<file path="config.mk">
export PLATFORM = sky130hd
export DESIGN_NAME = tri_fifo_flat
export DESIGN_NICKNAME = d
export VERILOG_FILES = /design/src/verilog/raster_pkg.sv /design/src/verilog/tri_if.sv /design/src/verilog/tri_fifo.sv /design/src/flat_wrapper.sv
export SDC_FILE = /design/constraint.sdc
export NUM_CORES = 1
export LEC_CHECK = 0
export BUFFER_PORTS_ARGS = -buffer_cell sky130_fd_sc_hd__buf_2
export CORE_ASPECT_RATIO = 1.5
export CORE_MARGIN = 5
export CORE_UTILIZATION = 44
export CTS_BUF_LIST = sky130_fd_sc_hd__clkbuf_8
export CTS_CLUSTER_DIAMETER = 80
export DETAILED_ROUTE_END_ITERATION = 10
export MAX_ROUTING_LAYER = met4
export PLACE_DENSITY = 0.67
export SKIP_LAST_GASP = 1
export SLEW_MARGIN = 20
export SYNTH_ARGS = -nofsm -noshare
export SYNTH_HDL_FRONTEND = slang
export SYNTH_SLANG_ARGS = --single-unit
</file>
<file path="constraint.sdc">
create_clock -name clk -period 5.3 [get_ports clk]
set_input_delay 1.325 -clock clk [delete_from_list [all_inputs] [get_ports clk]]
set_output_delay 1.325 -clock clk [all_outputs]
set_load 0.01 [all_outputs]
</file>
<file path="src/verilog/raster_pkg.sv">
package raster_pkg;

    // ==============================
    // screen and number format
    // ==============================
    localparam int screen_w  = 320;
    localparam int screen_h  = 240;
    localparam int frac_bits = 16;

    typedef logic signed [31:0] coord_t;
    typedef logic [8:0]         pix_t;
    typedef logic [23:0]        color_t;
    typedef logic signed [31:0] depth_t;

    typedef struct packed {
        coord_t x;
        coord_t y;
        coord_t z;
        color_t color;
    } vertex_t;

    typedef struct packed {
        coord_t x;
        coord_t y;
    } point_t;

    typedef struct packed {
        pix_t min_x;
        pix_t max_x;
        pix_t min_y;
        pix_t max_y;
    } bbox_t;

    // provoking vertex attributes, flat shading
    typedef struct packed {
        color_t color;
        depth_t depth;
    } attr_t;

    typedef struct packed {
        pix_t   x;
        pix_t   y;
        color_t color;
        depth_t depth;
    } frag_t;

    // ==============================
    // helpers for bounding boxes
    // ==============================
    function automatic coord_t min3(coord_t a, coord_t b, coord_t c);
        coord_t m;
        m = (a < b) ? a : b;
        return (m < c) ? m : c;
    endfunction

    function automatic coord_t max3(coord_t a, coord_t b, coord_t c);
        coord_t m;
        m = (a > b) ? a : b;
        return (m > c) ? m : c;
    endfunction

    // whole-pixel value into 0 .. lim
    function automatic pix_t clamp_pix(coord_t v, coord_t lim);
        if (v < 0)
            return '0;
        if (v > lim)
            return lim[8:0];
        return v[8:0];
    endfunction

endpackage

</file>
<file path="src/verilog/tri_if.sv">
`timescale 1ns/1ps

interface tri_if;

    // triangle corners in screen space
    raster_pkg::point_t p0;
    raster_pkg::point_t p1;
    raster_pkg::point_t p2;

    raster_pkg::bbox_t  box;
    raster_pkg::attr_t  attr;

    logic valid;
    logic ready;

    modport producer (
        output p0, p1, p2, box, attr, valid,
        input  ready
    );

    modport consumer (
        input  p0, p1, p2, box, attr, valid,
        output ready
    );

endinterface

</file>
<file path="src/verilog/tri_fifo.sv">
`timescale 1ns/1ps

module tri_fifo #(
    parameter int depth = 4
) (
    input  logic    clk,
    input  logic    rst,
    tri_if.consumer in,
    tri_if.producer out
);

    // one storage word holds every triangle field
    logic [3*$bits(raster_pkg::point_t) + $bits(raster_pkg::bbox_t)
           + $bits(raster_pkg::attr_t) - 1:0] mem [depth];

    logic [$clog2(depth)-1:0] wr_ptr;
    logic [$clog2(depth)-1:0] rd_ptr;
    logic [$clog2(depth):0]   count;
    logic                     do_wr;
    logic                     do_rd;

    assign in.ready  = count != ($clog2(depth) + 1)'(depth);
    assign out.valid = count != '0;

    assign do_wr = in.valid && in.ready;
    assign do_rd = out.valid && out.ready;

    // head of the queue goes straight out
    assign {out.p0, out.p1, out.p2, out.box, out.attr} = mem[rd_ptr];

    always_ff @(posedge clk) begin
        if (do_wr) begin
            mem[wr_ptr] <= {in.p0, in.p1, in.p2, in.box, in.attr};
        end
    end

    always_ff @(posedge clk or posedge rst) begin
        if (rst) begin
            wr_ptr <= '0;
            rd_ptr <= '0;
            count  <= '0;
        end else begin
            if (do_wr)
                wr_ptr <= wr_ptr + 1'b1;
            if (do_rd)
                rd_ptr <= rd_ptr + 1'b1;
            case ({do_wr, do_rd})
                2'b10:   count <= count + 1'b1;
                2'b01:   count <= count - 1'b1;
                default: count <= count;
            endcase
        end
    end

endmodule

</file>
<file path="src/flat_wrapper.sv">
// flat-port wrapper written by rule: the top's interface ports become plain ports
module tri_fifo_flat 
#(
    parameter int depth = 4
)
  (clk, rst, in_p0, in_p1, in_p2, in_box, in_attr, in_valid, in_ready, out_p0, out_p1, out_p2, out_box, out_attr, out_valid, out_ready);
  tri_if in_i ();
  tri_if out_i ();
  input  logic clk;
  input  logic rst;
  input wire logic [$bits(in_i.p0)-1:0] in_p0;
  input wire logic [$bits(in_i.p1)-1:0] in_p1;
  input wire logic [$bits(in_i.p2)-1:0] in_p2;
  input wire logic [$bits(in_i.box)-1:0] in_box;
  input wire logic [$bits(in_i.attr)-1:0] in_attr;
  input wire logic [$bits(in_i.valid)-1:0] in_valid;
  output wire logic [$bits(in_i.ready)-1:0] in_ready;
  output wire logic [$bits(out_i.p0)-1:0] out_p0;
  output wire logic [$bits(out_i.p1)-1:0] out_p1;
  output wire logic [$bits(out_i.p2)-1:0] out_p2;
  output wire logic [$bits(out_i.box)-1:0] out_box;
  output wire logic [$bits(out_i.attr)-1:0] out_attr;
  output wire logic [$bits(out_i.valid)-1:0] out_valid;
  input wire logic [$bits(out_i.ready)-1:0] out_ready;
  assign in_i.p0 = in_p0;
  assign in_i.p1 = in_p1;
  assign in_i.p2 = in_p2;
  assign in_i.box = in_box;
  assign in_i.attr = in_attr;
  assign in_i.valid = in_valid;
  assign in_ready = in_i.ready;
  assign out_p0 = out_i.p0;
  assign out_p1 = out_i.p1;
  assign out_p2 = out_i.p2;
  assign out_box = out_i.box;
  assign out_attr = out_i.attr;
  assign out_valid = out_i.valid;
  assign out_i.ready = out_ready;
  tri_fifo #(.depth(depth)) u_core (.clk(clk), .rst(rst), .in(in_i), .out(out_i));
endmodule
</file>
==> results.json <==
{
  "status": "finished clean",
  "routedWlPerCell_um": 24.4,
  "drive_gt1_frac": 0.473,
  "ctsHoldBuffers": 0,
  "die_y_um": 386,
  "clkSinkCount": 1143,
  "post_cts_buffers": 0,
  "synth.distinct_cells": 21,
  "cts.clk_slew.worst_paths_ps": 70,
  "netlist_area_sq_um": 41400,
  "routed_wl_mm": 89.8,
  "synthTopCellsByCount": "1136 x edfxtp_1, 284 x mux4_2, 30 x buf_2, 27 x buf_6",
  "die_area_sq_um": 101000,
  "sw_frac_of_total": 0.309,
  "synth-edff-count": 1136,
  "htreeDepth": 4,
  "grt_overflow_total": 0,
  "r2r_cells": 3,
  "p_seq_frac": 0.457,
  "p_per_area_nw_per_um2": 552,
  "vias": 19100,
  "fp.coreArea_sq_um": 93900,
  "grt_start_max_net_pins": 74,
  "finalPower_mw": 27.2,
  "maxCapViolations": 0,
  "place.gp.congestion": 0.779,
  "fmax_mhz": 232,
  "area_growth_pct": 18.8,
  "start_util": 0.441,
  "arrival_ps": 2990,
  "crit_end": "out_p0[20]",
  "grt_pass1_wl_mm": 132,
  "r2r-start": "u_core.count[2]",
  "max-slew-margin-rel": 0.419,
  "post-synth-top-area-fraction": 0.823,
  "clk_latency_ps": 840,
  "comb_power_share": 0.308,
  "p_leak_nw": 16.8,
  "power_switching_mw": 8.40,
  "clockBufferDepth": 3,
  "grt_pass1_vias": 20900,
  "drt_iter0_drc": 1241,
  "cp.required_ps": 3970,
  "synthCells": 1522,
  "clock_skew_ps": 36.8,
  "fin_hold_ws_ps": 416,
  "cts-buffers-inserted": 163,
  "cts_resized": 0,
  "layout_worst_path_cycle_share": 0.813,
  "nNetsFinal": 2549,
  "synth.most_common_cell": "edfxtp_1",
  "yosysWarningCount": 0,
  "synth-async-reset-ratio": 0.00612,
  "clkPwrFrac": 0.235,
  "drcViolationCount": 0,
  "synth_area_per_cell_sq_um": 27.2,
  "fin_crit_ps": 4310,
  "vdd_ir_drop_max_uv": 322,
  "synth_top_area_cell": "edfxtp_1",
  "drv_slew": 0,
  "finalSetupViolations": 0,
  "rows": 138,
  "synth.area.top_cells": "edfxtp_1 82%, mux4_2 15%, buf_6 0.73%",
  "path_class": "flip-flop to output pin",
  "yosysSeqAreaShare": 0.827,
  "cp-startpoint": "u_core.rd_ptr[0]",
  "hpwl_mm": 58.9,
  "clock-root-buffer": "clkbuf_8",
  "ff2ff_setup_slack_ps": 2890,
  "setup_tns_ps": 0,
  "die_w_um": 261,
  "worst_setup_path_end_kind": "output pin",
  "synth.ff_latch_count": 1143,
  "grt_usage": 0.181,
  "ios": 574,
  "holdCritPathClass": "input pin to async pin",
  "tightest_slew_ps": 871,
  "rsz0062_at_grt": "no",
  "dr.pass1.iters": 5,
  "via_per_inst": 5.17,
  "r2r-end": "u_core.mem[3][257]",
  "ys.flop_type": "edfxtp_1",
  "cts_tree": "yes",
  "hold_viol_final": 0,
  "start_kind": "flip-flop",
  "antenna_found_initial": 41,
  "port_buffers": 573,
  "p_int_mw": 18.8,
  "antenna_left": 0,
  "cp_max_fo": 28,
  "syn-num-nets": 1816
}
[power by group through the flow]
stage | Combinational [mW] | Sequential [mW] | Clock, mW
4_1_cts | 8.61 | 12.4 | 6.58
3_3_place_gp | 8.50 | 12.5 | 0
5_1_grt | 8.95 | 12.6 | 7.00
6_report | 8.38 | 12.4 | 6.38
3_5_place_dp | 8.58 | 12.6 | 0
2_1_floorplan | 5.31 | 12.6 | 0
[state kept, by name, indices dropped and copies added, names as in the netlist]
signal and flops:
u_core.mem 1136, u_core.count 3, u_core.wr_ptr 2, u_core.rd_ptr 2
[routing by layer]
layer | up-vias | routed length (um) | track usage
met5 | - | 0 | -
met3 | 166 | 9120 | 0.0762
met2 | 743 | 46400 | 0.295
li1 | 8192 | - | -
met4 | 0 | 2290 | 0.0674
met1 | 9949 | 32000 | 0.201
[cell type report]
type | count | area, sq um
Fill cell | 7258 | 44700
Sequential cell | 1143 | 34300
Multi-Input combinational cell | 308 | 6650
Timing Repair Buffer | 632 | 3570
Clock buffer | 167 | 2300
Tap cell | 1260 | 1580
Clock inverter | 127 | 701
Antenna cell | 38 | 95.1
Inverter | 7 | 26.3
[worst min-delay path by stage]
stage                    startpoint         endpoint  depth (start not counted)
floorplan           u_core.count[2]  u_core.count[2]                          1
global placement    u_core.count[2]  u_core.count[2]                          1
detailed placement  u_core.count[2]  u_core.count[2]                          1
global route                    rst  u_core.count[1]                          2
CTS                             rst  u_core.count[1]                          2
finish                          rst  u_core.count[1]                          2
[cell families (layout without fill, tap and decap cells)]
logic type,count (synthesis),after routing,share of synthesized area
AOI/OAI and AO/OA,1,1,0.000242
xor gates and xnor gates,6,6,0.00127
adders and majority gates,6,6,0.00199
buffers and inverters,71,933,0.0125
DFF,1143,1143,0.827
muxes,286,286,0.155
other,0,38,0
and+or+nand+nor,9,9,0.00157
[cells in the final DEF (no fill, tap or decap), drive strengths merged]
cell type	instances
buf	632
ha	5
xnor2	3
and3	4
mux2i	1
mux4	284
xor2	3
bufinv	4
inv	60
clkinv	65
or3b	1
mux2	1
fa	1
o31a	1
clkbuf	167
nor2	1
dfrtp	7
edfxtp	1136
and2	1
clkinvlp	5
nand2	1
diode	38
or3	1
[per-stage QoR]
stage / setup slack, ps / utilization / cells / area (sq um)
final: 989 / 0.524 / 3682 / 49200
after global routing: 746 / 0.524 / 3680 / 49200
after CTS: 808 / 0.523 / 3644 / 49100
after detailed placement: 1750 / 0.491 / 3350 / 46100
after global placement: 1760 / 0.491 / 3350 / 46100
after floorplan: 84.9 / - / 1522 / 41400
[critical path, stage by stage, from the launching register on]
cell	delay [ps]
dfrtp_4	680
buf_12	290
buf_4	390
mux4_2	580
buf_2	160
Note: power is estimated with default switching activity, not from simulation.
