[config.mk]
export PLATFORM = sky130hd
export DESIGN_NAME = triangle_setup_flat
export DESIGN_NICKNAME = d
export VERILOG_FILES = /design/src/verilog/raster_pkg.sv /design/src/verilog/tri_if.sv /design/src/verilog/triangle_setup.sv /design/src/flat_wrapper.sv
export SDC_FILE = /design/constraint.sdc
export NUM_CORES = 1
export LEC_CHECK = 0
export BUFFER_PORTS_ARGS = -buffer_cell sky130_fd_sc_hd__buf_2
export CAP_MARGIN = 10
export CORE_AREA = 2 2 252 254
export DETAILED_ROUTE_END_ITERATION = 8
export DIE_AREA = 0 0 254 256
export MAX_ROUTING_LAYER = met4
export PLACE_DENSITY = 0.5
export SYNTH_ARGS = -nofsm -noshare
export SYNTH_HDL_FRONTEND = slang
export SYNTH_SLANG_ARGS = --single-unit
[constraint.sdc]
create_clock -name clk -period 6.9 [get_ports clk]
set_clock_uncertainty 0.1 [all_clocks]
set_input_delay 1.035 -clock clk [delete_from_list [all_inputs] [get_ports clk]]
set_output_delay 1.035 -clock clk [all_outputs]
set_load 0.1 [all_outputs]
[src/verilog/raster_pkg.sv]
package raster_pkg;

    // ==============================
    // screen and number format
    // ==============================
    localparam int screen_w  = 320;
    localparam int screen_h  = 240;
    localparam int frac_bits = 16;

    typedef logic signed [31:0] coord_t;
    typedef logic [8:0]         pix_t;
    typedef logic [23:0]        color_t;
    typedef logic signed [31:0] depth_t;

    typedef struct packed {
        coord_t x;
        coord_t y;
        coord_t z;
        color_t color;
    } vertex_t;

    typedef struct packed {
        coord_t x;
        coord_t y;
    } point_t;

    typedef struct packed {
        pix_t min_x;
        pix_t max_x;
        pix_t min_y;
        pix_t max_y;
    } bbox_t;

    // provoking vertex attributes, flat shading
    typedef struct packed {
        color_t color;
        depth_t depth;
    } attr_t;

    typedef struct packed {
        pix_t   x;
        pix_t   y;
        color_t color;
        depth_t depth;
    } frag_t;

    // ==============================
    // helpers for bounding boxes
    // ==============================
    function automatic coord_t min3(coord_t a, coord_t b, coord_t c);
        coord_t m;
        m = (a < b) ? a : b;
        return (m < c) ? m : c;
    endfunction

    function automatic coord_t max3(coord_t a, coord_t b, coord_t c);
        coord_t m;
        m = (a > b) ? a : b;
        return (m > c) ? m : c;
    endfunction

    // whole-pixel value into 0 .. lim
    function automatic pix_t clamp_pix(coord_t v, coord_t lim);
        if (v < 0)
            return '0;
        if (v > lim)
            return lim[8:0];
        return v[8:0];
    endfunction

endpackage

[src/verilog/tri_if.sv]
`timescale 1ns/1ps

interface tri_if;

    // triangle corners in screen space
    raster_pkg::point_t p0;
    raster_pkg::point_t p1;
    raster_pkg::point_t p2;

    raster_pkg::bbox_t  box;
    raster_pkg::attr_t  attr;

    logic valid;
    logic ready;

    modport producer (
        output p0, p1, p2, box, attr, valid,
        input  ready
    );

    modport consumer (
        input  p0, p1, p2, box, attr, valid,
        output ready
    );

endinterface

[src/verilog/triangle_setup.sv]
`timescale 1ns/1ps

module triangle_setup (
    input  logic                clk,
    input  logic                rst,
    input  raster_pkg::vertex_t v0,
    input  raster_pkg::vertex_t v1,
    input  raster_pkg::vertex_t v2,
    input  logic                in_valid,
    output logic                in_ready,
    tri_if.producer             out
);

    raster_pkg::coord_t lo_x;
    raster_pkg::coord_t hi_x;
    raster_pkg::coord_t lo_y;
    raster_pkg::coord_t hi_y;
    logic               take;

    // one entry output register
    assign in_ready = !out.valid || out.ready;
    assign take     = in_valid && in_ready;

    // floor of the minimum, ceiling of the maximum
    always_comb begin
        lo_x = raster_pkg::min3(v0.x, v1.x, v2.x) >>> raster_pkg::frac_bits;
        lo_y = raster_pkg::min3(v0.y, v1.y, v2.y) >>> raster_pkg::frac_bits;
        hi_x = (raster_pkg::max3(v0.x, v1.x, v2.x) + 32'sd65535) >>> raster_pkg::frac_bits;
        hi_y = (raster_pkg::max3(v0.y, v1.y, v2.y) + 32'sd65535) >>> raster_pkg::frac_bits;
    end

    always_ff @(posedge clk or posedge rst) begin
        if (rst) begin
            out.valid <= 1'b0;
        end else if (take) begin
            out.valid <= 1'b1;
        end else if (out.ready) begin
            out.valid <= 1'b0;
        end
    end

    always_ff @(posedge clk) begin
        if (take) begin
            out.p0 <= '{x: v0.x, y: v0.y};
            out.p1 <= '{x: v1.x, y: v1.y};
            out.p2 <= '{x: v2.x, y: v2.y};

            out.box.min_x <= raster_pkg::clamp_pix(lo_x, raster_pkg::screen_w - 1);
            out.box.max_x <= raster_pkg::clamp_pix(hi_x, raster_pkg::screen_w - 1);
            out.box.min_y <= raster_pkg::clamp_pix(lo_y, raster_pkg::screen_h - 1);
            out.box.max_y <= raster_pkg::clamp_pix(hi_y, raster_pkg::screen_h - 1);

            // flat shading, v0 provokes
            out.attr.color <= v0.color;
            out.attr.depth <= v0.z;
        end
    end

endmodule

[src/flat_wrapper.sv]
// flat-port wrapper written by rule: the top's interface ports become plain ports
module triangle_setup_flat 
  (clk, rst, v0, v1, v2, in_valid, in_ready, out_p0, out_p1, out_p2, out_box, out_attr, out_valid, out_ready);
  tri_if out_i ();
  input  logic clk;
  input  logic rst;
  input  raster_pkg::vertex_t v0;
  input  raster_pkg::vertex_t v1;
  input  raster_pkg::vertex_t v2;
  input  logic in_valid;
  output logic in_ready;
  output wire logic [$bits(out_i.p0)-1:0] out_p0;
  output wire logic [$bits(out_i.p1)-1:0] out_p1;
  output wire logic [$bits(out_i.p2)-1:0] out_p2;
  output wire logic [$bits(out_i.box)-1:0] out_box;
  output wire logic [$bits(out_i.attr)-1:0] out_attr;
  output wire logic [$bits(out_i.valid)-1:0] out_valid;
  input wire logic [$bits(out_i.ready)-1:0] out_ready;
  assign out_p0 = out_i.p0;
  assign out_p1 = out_i.p1;
  assign out_p2 = out_i.p2;
  assign out_box = out_i.box;
  assign out_attr = out_i.attr;
  assign out_valid = out_i.valid;
  assign out_i.ready = out_ready;
  triangle_setup u_core (.clk(clk), .rst(rst), .v0(v0), .v1(v1), .v2(v2), .in_valid(in_valid), .in_ready(in_ready), .out(out_i));
endmodule
==> results of run 1 <==
-- timing repair --
item                       in CTS  in global routing
setup buffers                   0                  2
setup endpoints to repair       0                  8
hold endpoints to repair        0                  0
resized for setup               0                  1
-- cell usage after synthesis, types with 5 or more instances --
cell	number
edfxtp_1	284
ha_1	190
inv_1	144
a21oi_1	122
mux2_2	98
nand2_1	88
o21ai_0	71
nor2_1	61
nand4_1	54
nor4_1	39
a21o_1	30
nand3_1	27
nor3_1	26
clkbuf_1	22
a31oi_1	16
mux2i_1	15
and2_1	13
or4_1	12
nand2b_1	10
o211ai_1	10
nor2b_1	9
o22ai_1	9
xnor2_1	9
and4_1	8
o221ai_1	8
xor2_1	8
a211oi_1	7
buf_1	7
a2bb2oi_1	6
and3_1	6
buf_2	6
or3_1	5
-- critical path, stage by stage --
cell and delay (ns):
buf_2 0.09, inv_1 0.05, ha_1 0.30, nand4_1 0.18
nor4_2 0.39, buf_4 0.16, nand2_1 0.07, or4_1 0.53
o31ai_4 0.09, buf_4 0.27, mux2_2 0.41, ha_1 0.31
and4_1 0.23, nand4_1 0.18, or4_1 0.58, a21o_1 0.21
and4_1 0.19, a211oi_2 0.31, o21ai_0 0.21, o32ai_1 0.23
o211ai_1 0.22, xor2_1 0.21, buf_4 0.17, a31oi_1 0.18
-- cell type report --
cell class | count | area share
sequential | 285 | 0.362
multi-input combinational | 1033 | 0.335
timing repair buffer | 781 | 0.192
tap | 846 | 0.0447
clock buffer | 40 | 0.0369
inverter | 145 | 0.0230
clock inverter | 20 | 0.00566
antenna | 6 | 0.000635
-- cells in the final DEF, fill, tap and decap left out, types with 12 or more instances in the layout --
| master | Yosys | final |
|---|---|---|
| nand2_1 | 88 | 88 |
| nor2_1 | 61 | 61 |
| buf_4 | 0 | 242 |
| nand3_1 | 27 | 27 |
| mux2_2 | 98 | 98 |
| nand4_1 | 54 | 54 |
| clkbuf_16 | 0 | 34 |
| a21oi_1 | 122 | 122 |
| mux2i_1 | 15 | 15 |
| a21o_1 | 30 | 30 |
| buf_2 | 6 | 537 |
| o21ai_0 | 71 | 71 |
| and2_1 | 13 | 12 |
| inv_1 | 144 | 144 |
| nor4_1 | 39 | 37 |
| edfxtp_1 | 284 | 284 |
| ha_1 | 190 | 190 |
| a31oi_1 | 16 | 15 |
| nor3_1 | 26 | 25 |
| or4_1 | 12 | 12 |
-- kinds of logic (layout without fill, tap and decap cells) --
kind of cell,count (synthesis),in the layout
other cells,1,8
xor+xnor,17,17
flops,285,285
simple gates,376,376
compound gates,335,335
mux,113,113
fa+ha+maj,190,190
buf+inv,180,986
-- power breakdown --
part | internal, mW | total (mW) | switching (mW)
Clock | 0.944 | 1.67 | 0.730
Combinational | 0.684 | 2.27 | 1.59
Sequential | 2.05 | 2.08 | 0.0275
-- sequential cells by signal, summed over array words and instances, names as in the netlist --
register	count
u_core.out.p0	64
u_core.out.p2	64
u_core.out.attr	56
u_core.out.p1	64
u_core.out.box	36
u_core.out.valid	1
-- through the flow --
stage	area [um^2]	setup TNS (ns)	worst slack, ns
3_3_place_gp	22600	-2.80	-0.290
3_5_place_dp	22600	-3.32	-0.358
2_1_floorplan	17100	0	0.00334
4_1_cts	23600	0	0.185
6_report	23700	0	0.314
5_1_grt	23700	0	0.0689
-- how the worst min path moves through the flow --
stage,endpoint,slack (ns)
3_5_place_dp,u_core.out.valid,0.46
5_1_grt,u_core.out.valid,0.20
6_report,u_core.out.valid,0.23
3_3_place_gp,u_core.out.valid,0.43
2_1_floorplan,u_core.out.valid,0.66
4_1_cts,u_core.out.valid,0.19
-- layer usage --
metal | GRT usage | vias to the layer above
met3 | 0.0366 | 88
li1 | - | 7348
met1 | 0.228 | 7377
met2 | 0.355 | 609
met5 | - | -
met4 | 0.0644 | 0
==> flow_summary.json, run 1 <==
{
  "synth_top_area_cell": "edfxtp_1",
  "run_status": "completed",
  "fin_crit_sh": 0.954,
  "synth_edf_count": 284,
  "drc_errors": 0,
  "htreeDepth": 2,
  "wl_met2_um": 32900,
  "wl_um": 65300,
  "crit_path_start": "v1[86]",
  "hold_viol": 0,
  "fp.dieW_um": 254,
  "synth-xor-area-share": 0.00870,
  "end_kind": "register",
  "r2r_cells": 3,
  "clock_latency_ns": 0.53,
  "hold_slack_ns": 0.231,
  "worstPathMaxFanout": 16,
  "rsz0062_at_grt": "no",
  "synthMuxAreaShare": 0.0732,
  "antenna_left": 0,
  "core_um2": 62400,
  "drive_gt1_frac": 0.414,
  "synth-compound-area-share": 0.123,
  "clockBufferDepth": 3,
  "path_clk_slew_ns": 0.06,
  "ys_seq_elements": 285,
  "place_congestion": 0.981,
  "min_period_ns": 6.59,
  "cts_buffers": 34,
  "avgViaCountPerCell": 4.89,
  "die_h_um": 256,
  "instances_no_fill": 3156,
  "setup_viol": 0,
  "clock-sinks": 285,
  "syn_inst": 1497,
  "yosysSeqAreaShare": 0.500,
  "detail_route.iter0.violations": 932,
  "ir_drop_v": 0.000159,
  "cts_hold_buf": 0,
  "critPathKind": "input pin to register",
  "wl_met1_um": 26000,
  "drv_slew": 0,
  "ios": 650,
  "root_buffer": "clkbuf_16",
  "grt_pass1_vias": 15800,
  "grt_pass1_wl_um": 96100,
  "cp-start-kind": "input pin",
  "die-area_um2": 65000,
  "tritoncts": "done",
  "synth_top_family_by_area": "adder cells",
  "multi_input_area_um2": 7940,
  "n_fill_cell": 6273,
  "dp_cells": 3088,
  "worstHoldPathType": "input pin to asynchronous set/reset pin",
  "crit_required_ns": 7.16,
  "crit_end": "u_core.out.box[2]",
  "start_util": 0.274,
  "synthAdderAreaFrac": 0.139,
  "pwr_density_cell_nw_per_um2": 255,
  "r2r_slack_ns": 4.32,
  "grt_util_all_layers": 0.201,
  "regArea_um2": 8550,
  "area_delta_synth_final_pct": 38.2,
  "met3_length_um": 4320,
  "p_total_mw": 6.03,
  "yosys_warnings": 0,
  "reg2reg_to": "u_core.out.attr[32]",
  "rows": 92,
  "synth_cell_types": 76,
  "antenna_found_initial": 7,
  "leakage_nw": 10.6,
  "dp_hpwl_um": 53600,
  "r2r_start": "u_core.out.valid",
  "synth_area_leaders": "edfxtp_1 (50%), ha_1 (14%), mux2_2 (6.4%)",
  "async_flop_share": 0.00351,
  "synth-simple-area-share": 0.117,
  "drtPass1Iterations": 6,
  "max_slew_margin": 0.414,
  "routed.top_layer": "met4",
  "route.vias.total": 15400,
  "synth_flop_cell": "edfxtp_1",
  "post-route-util": 0.379,
  "cap_viol_max_count": 0,
  "wl_per_cell_um": 20.7,
  "grt.overflow.total": 0,
  "grt_max_degree": 154,
  "fmax_mhz": 152,
  "syn_area_per_cell_um2": 11.4,
  "worstMarginPinSlew_ns": 0.879,
  "fin_nets": 2834,
  "portBuffers": 537,
  "arrival_ns": 6.85,
  "synth_area_um2": 17100,
  "yosysTopAreaCellShare": 0.498
}
Power figures use the tool's default switching activity.
==> inputs of run 2 (changes only) <==
- ABC_AREA: not set -> 1
- CORE_AREA: 2 2 252 254 -> 2 2 250 252
- DIE_AREA: 0 0 254 256 -> 0 0 252 254
- PLACE_DENSITY: 0.5 -> 0.52
==> run 2 against run 1 <==
Core utilization is 0.53 points lower. Synthesized cell count is 32% higher. Register-to-register slack better by 0.60 ns. Flip-flop and latch count stayed put. Maximum frequency is 6.3% higher. Critical path type unchanged.
==> flow_summary.json, run 2 <==
{
  "run_status": "completed",
  "die-area_um2": 64000,
  "synth-xor-area-share": 0.00532,
  "cp-start-kind": "input pin",
  "fmax_mhz": 161,
  "wl_per_cell_um": 17.4,
  "syn_area_per_cell_um2": 9.07,
  "rows": 91,
  "drive_gt1_frac": 0.284,
  "hold_viol": 0,
  "drv_slew": 0,
  "synth_area_leaders": "edfxtp_1 (48%), ha_1 (13%), nand2_1 (11%)",
  "root_buffer": "clkbuf_16",
  "place_ws_ns": 0.184,
  "grt_max_degree": 157,
  "synth-compound-area-share": 0.0979,
  "cap_viol_max_count": 0,
  "cp_top_family": "simple AND/OR/NAND/NOR gates",
  "final_cell_mix": "nand2_1 (544), buf_2 (537), edfxtp_1 (284), inv_1 (271), ha_1 (190)",
  "worstPathMaxFanout": 34,
  "tritoncts": "done",
  "synth_top_cells_by_count": "nand2_1 (544), edfxtp_1 (284), inv_1 (271)",
  "crit_required_ns": 7.09,
  "grt.overflow.total": 0,
  "critPathBufInv": 7,
  "min_period_ns": 6.19,
  "clock-sinks": 285,
  "fin_setup_tns_ns": 0,
  "htreeDepth": 2,
  "yosysTopAreaCellShare": 0.477,
  "async_flop_share": 0.00351,
  "dp_hpwl_um": 48300,
  "synthAdderAreaFrac": 0.133,
  "fin_crit_sh": 0.898,
  "fin_nets": 3111,
  "final_common_cell": "nand2_1",
  "grt_pass1_vias": 15400,
  "syn_inst": 1970,
  "setup_viol": 0,
  "drc_errors": 0,
  "place_congestion": 0.922,
  "grt_util_met2": 0.286,
  "ir_drop_v": 0.000175,
  "cts_resized": 0,
  "yosys_warnings": 0,
  "critPathKind": "input pin to register",
  "portBuffers": 537,
  "crit_slowest_cell": "ha_1",
  "power_frac_comb": 0.405,
  "grt_pass1_wl_um": 87800,
  "largest_registers": "u_core.out.p0 (64), u_core.out.p1 (64), u_core.out.p2 (64)",
  "cts_buffers": 35,
  "antenna_found_initial": 9,
  "cpMostUsedCell": "nand2_1",
  "area_delta_synth_final_pct": 28.1,
  "synth-simple-area-share": 0.213,
  "cpPeakStageDelay_ns": 0.41,
  "antenna_left": 0,
  "sequentialPowerShare": 0.316,
  "ios": 650,
  "synth_top_family_by_area": "simple AND/OR/NAND/NOR gates",
  "end_kind": "register",
  "drtPass1Iterations": 5,
  "clock_latency_ns": 0.54,
  "use_met3": 0.0373,
  "cts_hold_buf": 0,
  "grt_use_met1": 0.244,
  "p_int_mw": 3.82,
  "yosysSeqAreaShare": 0.479,
  "postCtsSetupRepairBufs": 0,
  "pwr_density_cell_nw_per_um2": 288,
  "switchingPower_mw": 2.78,
  "fp.dieW_um": 252,
  "arrival_ns": 6.38,
  "synth_most_common_cell": "nand2_1",
  "clockBufferDepth": 3,
  "worstHoldPathType": "input pin to asynchronous set/reset pin",
  "grt_util_all_layers": 0.184,
  "synth_edf_count": 284,
  "fin_ws_ns": 0.707,
  "rsz0062_at_grt": "no",
  "worstMarginPinSlew_ns": 1.09,
  "core_um2": 61300,
  "start_util": 0.292,
  "ys_seq_elements": 285,
  "detail_route.iter0.violations": 995,
  "synthMuxAreaShare": 0,
  "synth_cell_types": 60,
  "leakage_nw": 11.0,
  "synth_top_area_cell": "edfxtp_1",
  "wl_um": 58800,
  "die_h_um": 254,
  "route.vias.total": 15800,
  "synth_area_um2": 17900,
  "top_usage_layer": "met2",
  "p_clk_frac": 0.280,
  "switching_share": 0.422,
  "max_slew_margin": 0.276,
  "avgViaCountPerCell": 4.68,
  "path_clk_slew_ns": 0.06,
  "synth_flop_cell": "edfxtp_1"
}
==> run 2: cells by family after synthesis <==
kind of cell	Yosys count
buffers and inverters	319
DFF	285
xor gates and xnor gates	7
adders and majority gates	190
and+or+nand+nor	854
AOI/OAI and AO/OA	314
other	1
==> run 2: worst register-to-register path, delay by kind of cell (launching register included) <==
| family | cells | cell delay, ns |
|---|---|---|
| buffers and inverters | 1 | 0.48 |
| DFF | 1 | 0.42 |
| AOI/OAI and AO/OA | 1 | 0.23 |
==> run 2: through the flow <==
stage / area (um^2) / total power, mW / utilization / hold WS (ns) / std cells
after floorplan: 17900 / 4.12 / - / 0.664 / 1971
after global placement: 21800 / 4.75 / 0.355 / 0.485 / 3310
after detailed placement: 21800 / 4.79 / 0.355 / 0.491 / 3310
after CTS: 22900 / 6.67 / 0.374 / 0.169 / 3372
after global routing: 22900 / 6.98 / 0.374 / 0.198 / 3375
final: 22900 / 6.60 / 0.374 / 0.213 / 3375
==> run 2: final timing paths <==
check	from	endpoint	slack, ns	cells past startpoint
worst max register to register	u_core.out.valid	u_core.out.p0[7]	4.92	2
worst min-delay path	rst	u_core.out.valid	0.21	2
worst max-delay path	v1[87]	u_core.out.box[6]	0.71	36
worst min register to register	u_core.out.valid	u_core.out.valid	0.50	2
min in group clk	u_core.out.valid	u_core.out.valid	0.50	2
max in group asynchronous	rst	u_core.out.valid	6.40	2
==> run 2: power by group through the flow <==
stage / logic (mW) / registers, mW / clock network (mW)
finish: 2.67 / 2.08 / 1.84
global route: 2.94 / 2.09 / 1.95
CTS: 2.68 / 2.08 / 1.91
detailed placement: 2.67 / 2.12 / 0
global placement: 2.64 / 2.12 / 0
floorplan: 1.20 / 2.92 / 0
==> run 2: routing by layer <==
metal  share of wire  routed length, um  up-vias
met3           0.066               3890       82
met4           0.022               1320        0
met5               0                  0        -
met1            0.46              27300     7336
li1                -                  -     7874
met2            0.45              26300      514
==> run 2: area by class of cell <==
type	instances	area, um^2
Fill cell	6279	38400
Sequential cell	285	8550
Multi-Input combinational cell	1367	8040
Timing Repair Buffer	585	3110
Inverter	283	1070
Tap cell	790	988
Clock buffer	44	951
Clock inverter	18	184
Antenna cell	3	7.51
==> inputs of run 3 (changes only) <==
- PLACE_DENSITY: 0.52 -> 0.5
- clock period: 6.9 -> 6.2 ns (I/O delays scaled with it)
==> run 3 against run 2 <==
Clock power grew 14%. Non-clock buffer count is 151 higher. Routed wire length grew 2.3%. Sequential power grew 12%. Hold slack lost 0.095 ns. Via count grew 2.8%. Design area up 5.6%. Global-route usage rose by 0.59 points. Total power rose by 16%. First-iteration DRC count is 2.8% lower. Die area stayed put. Flip-flop and latch count unchanged. Critical endpoint is now u_core.out.box[3]. Highest routed layer unchanged.
==> flow_summary.json, run 3 (synthesis gave the netlist of run 2 again) <==
{
  "end_kind": "register",
  "final_common_cell": "nand2_1",
  "ios": 650,
  "area_delta_synth_final_pct": 35.4,
  "antenna_left": 0,
  "cp-start-kind": "input pin",
  "n_fill_cell": 6183,
  "critPathBufInv": 6,
  "final_cell_mix": "nand2_1 (542), buf_2 (537), edfxtp_1 (284), inv_1 (271), ha_1 (190)",
  "wl_per_cell_um": 17.1,
  "drv_slew": 0,
  "switchingPower_mw": 3.17,
  "cts_buffers": 34,
  "wl_um": 60200,
  "tritoncts": "done",
  "pwr_density_cell_nw_per_um2": 317,
  "grt_pass1_vias": 16100,
  "grt_max_degree": 117,
  "htreeDepth": 2,
  "path_clk_slew_ns": 0.06,
  "cp_top_family": "simple AND/OR/NAND/NOR gates",
  "dp_cells": 3458,
  "crit_required_ns": 6.40,
  "p_total_mw": 7.67,
  "avgViaCountPerCell": 4.61,
  "root_buffer": "clkbuf_16",
  "post-route-util": 0.395,
  "min_period_ns": 5.73,
  "ir_drop_v": 0.000207,
  "grt.overflow.total": 0,
  "core_um2": 61300,
  "cpMostUsedCell": "nand2_1",
  "drtPass1Iterations": 5,
  "leakage_nw": 11.8,
  "setup_viol": 0,
  "cpPeakStageDelay_ns": 0.32,
  "switching_share": 0.413,
  "die_h_um": 254,
  "hold_viol": 0,
  "fp.dieW_um": 252,
  "cap_viol_max_count": 0,
  "grt_pass1_wl_um": 90700,
  "grt_util_all_layers": 0.190,
  "die-area_um2": 64000,
  "worstPathMaxFanout": 11,
  "largest_registers": "u_core.out.p0 (64), u_core.out.p1 (64), u_core.out.p2 (64)",
  "clockBufferDepth": 3,
  "clock-sinks": 285,
  "place_congestion": 0.909,
  "dp_hpwl_um": 49900,
  "power_frac_comb": 0.424,
  "crit_slowest_cell": "ha_1",
  "drive_gt1_frac": 0.329,
  "p_int_mw": 4.50,
  "sequentialPowerShare": 0.303,
  "worstMarginPinSlew_ns": 0.929,
  "rows": 91,
  "run_status": "completed",
  "clock_latency_ns": 0.54,
  "critPathKind": "input pin to register",
  "fmax_mhz": 174,
  "rsz0062_at_grt": "yes",
  "max_slew_margin": 0.379,
  "start_util": 0.292,
  "p_clk_frac": 0.274,
  "fin_nets": 3261,
  "instances_no_fill": 3525,
  "r2r_slack_ns": 3.83,
  "portBuffers": 537,
  "regArea_um2": 8550,
  "detail_route.iter0.violations": 967,
  "route.vias.total": 16200,
  "arrival_ns": 5.93,
  "worstHoldPathType": "input pin to asynchronous set/reset pin",
  "multi_input_area_um2": 8070,
  "antenna_found_initial": 4,
  "drc_errors": 0,
  "fin_crit_sh": 0.925
}
run 3: cell types whose count changed in the layout (fill, tap and decap cells not counted), sizes merged:
| cell | change |
|---|---|
| inv | -2 |
| buf | +151 |
| clkinv | -1 |
| clkinvlp | +1 |
| bufinv | +2 |
| clkbuf | -1 |
run 3: layout make-up:
cell class	count	share of cell area
Clock inverter	18	0.0115
Clock buffer	43	0.0370
Inverter	283	0.0443
Sequential cell	285	0.354
Antenna cell	3	0.000310
Multi-Input combinational cell	1367	0.334
Tap cell	790	0.0409
Timing Repair Buffer	736	0.179
run 3: through the flow:
stage               hold WS [ns]  TNS, ns  setup WS, ns  instance area, um^2
global route              0.0868  -0.0435       -0.0252                24200
finish                     0.118        0         0.468                24200
global placement           0.453   -0.361       -0.0546                23000
CTS                       0.0721        0         0.426                24100
detailed placement         0.472    -1.96        -0.162                23000
floorplan                  0.559        0        0.0159                17900
run 3: worst reg2reg max path: cells and delay by family, from the launching register on:
kind | cells | cell delay [ns]
AOI/OAI and AO/OA | 1 | 0.74
DFF | 1 | 0.43
buffers and inverters | 1 | 0.50
run 3: worst paths after layout:
check,from,to,cells past startpoint
worst max-delay path,v0[69],u_core.out.box[3],39
worst min-delay path,rst,u_core.out.valid,2
worst max register to register,u_core.out.valid,u_core.out.p1[2],2
worst min register to register,u_core.out.valid,u_core.out.valid,2
max in group asynchronous,rst,u_core.out.valid,2
min in group clk,v0[26],u_core.out.attr[2],1
run 3: power groups by stage:
stage | logic (mW) | registers (mW) | clock network (mW)
finish | 3.25 | 2.32 | 2.10
global route | 3.56 | 2.33 | 2.25
CTS | 3.24 | 2.32 | 2.18
detailed placement | 3.23 | 2.36 | 0
global placement | 3.19 | 2.36 | 0
floorplan | 1.33 | 3.25 | 0
run 3: timing repair:
item                       CTS  global route
hold buffers                 0             0
setup buffers                0             3
resized for setup            0            14
setup endpoints to repair    0            17
run 3: layer usage:
metal / track usage / part of all wire
met3: 0.0417 / 0.064
met5: - / 0
met4: 0.0485 / 0.021
met2: 0.305 / 0.46
met1: 0.242 / 0.45
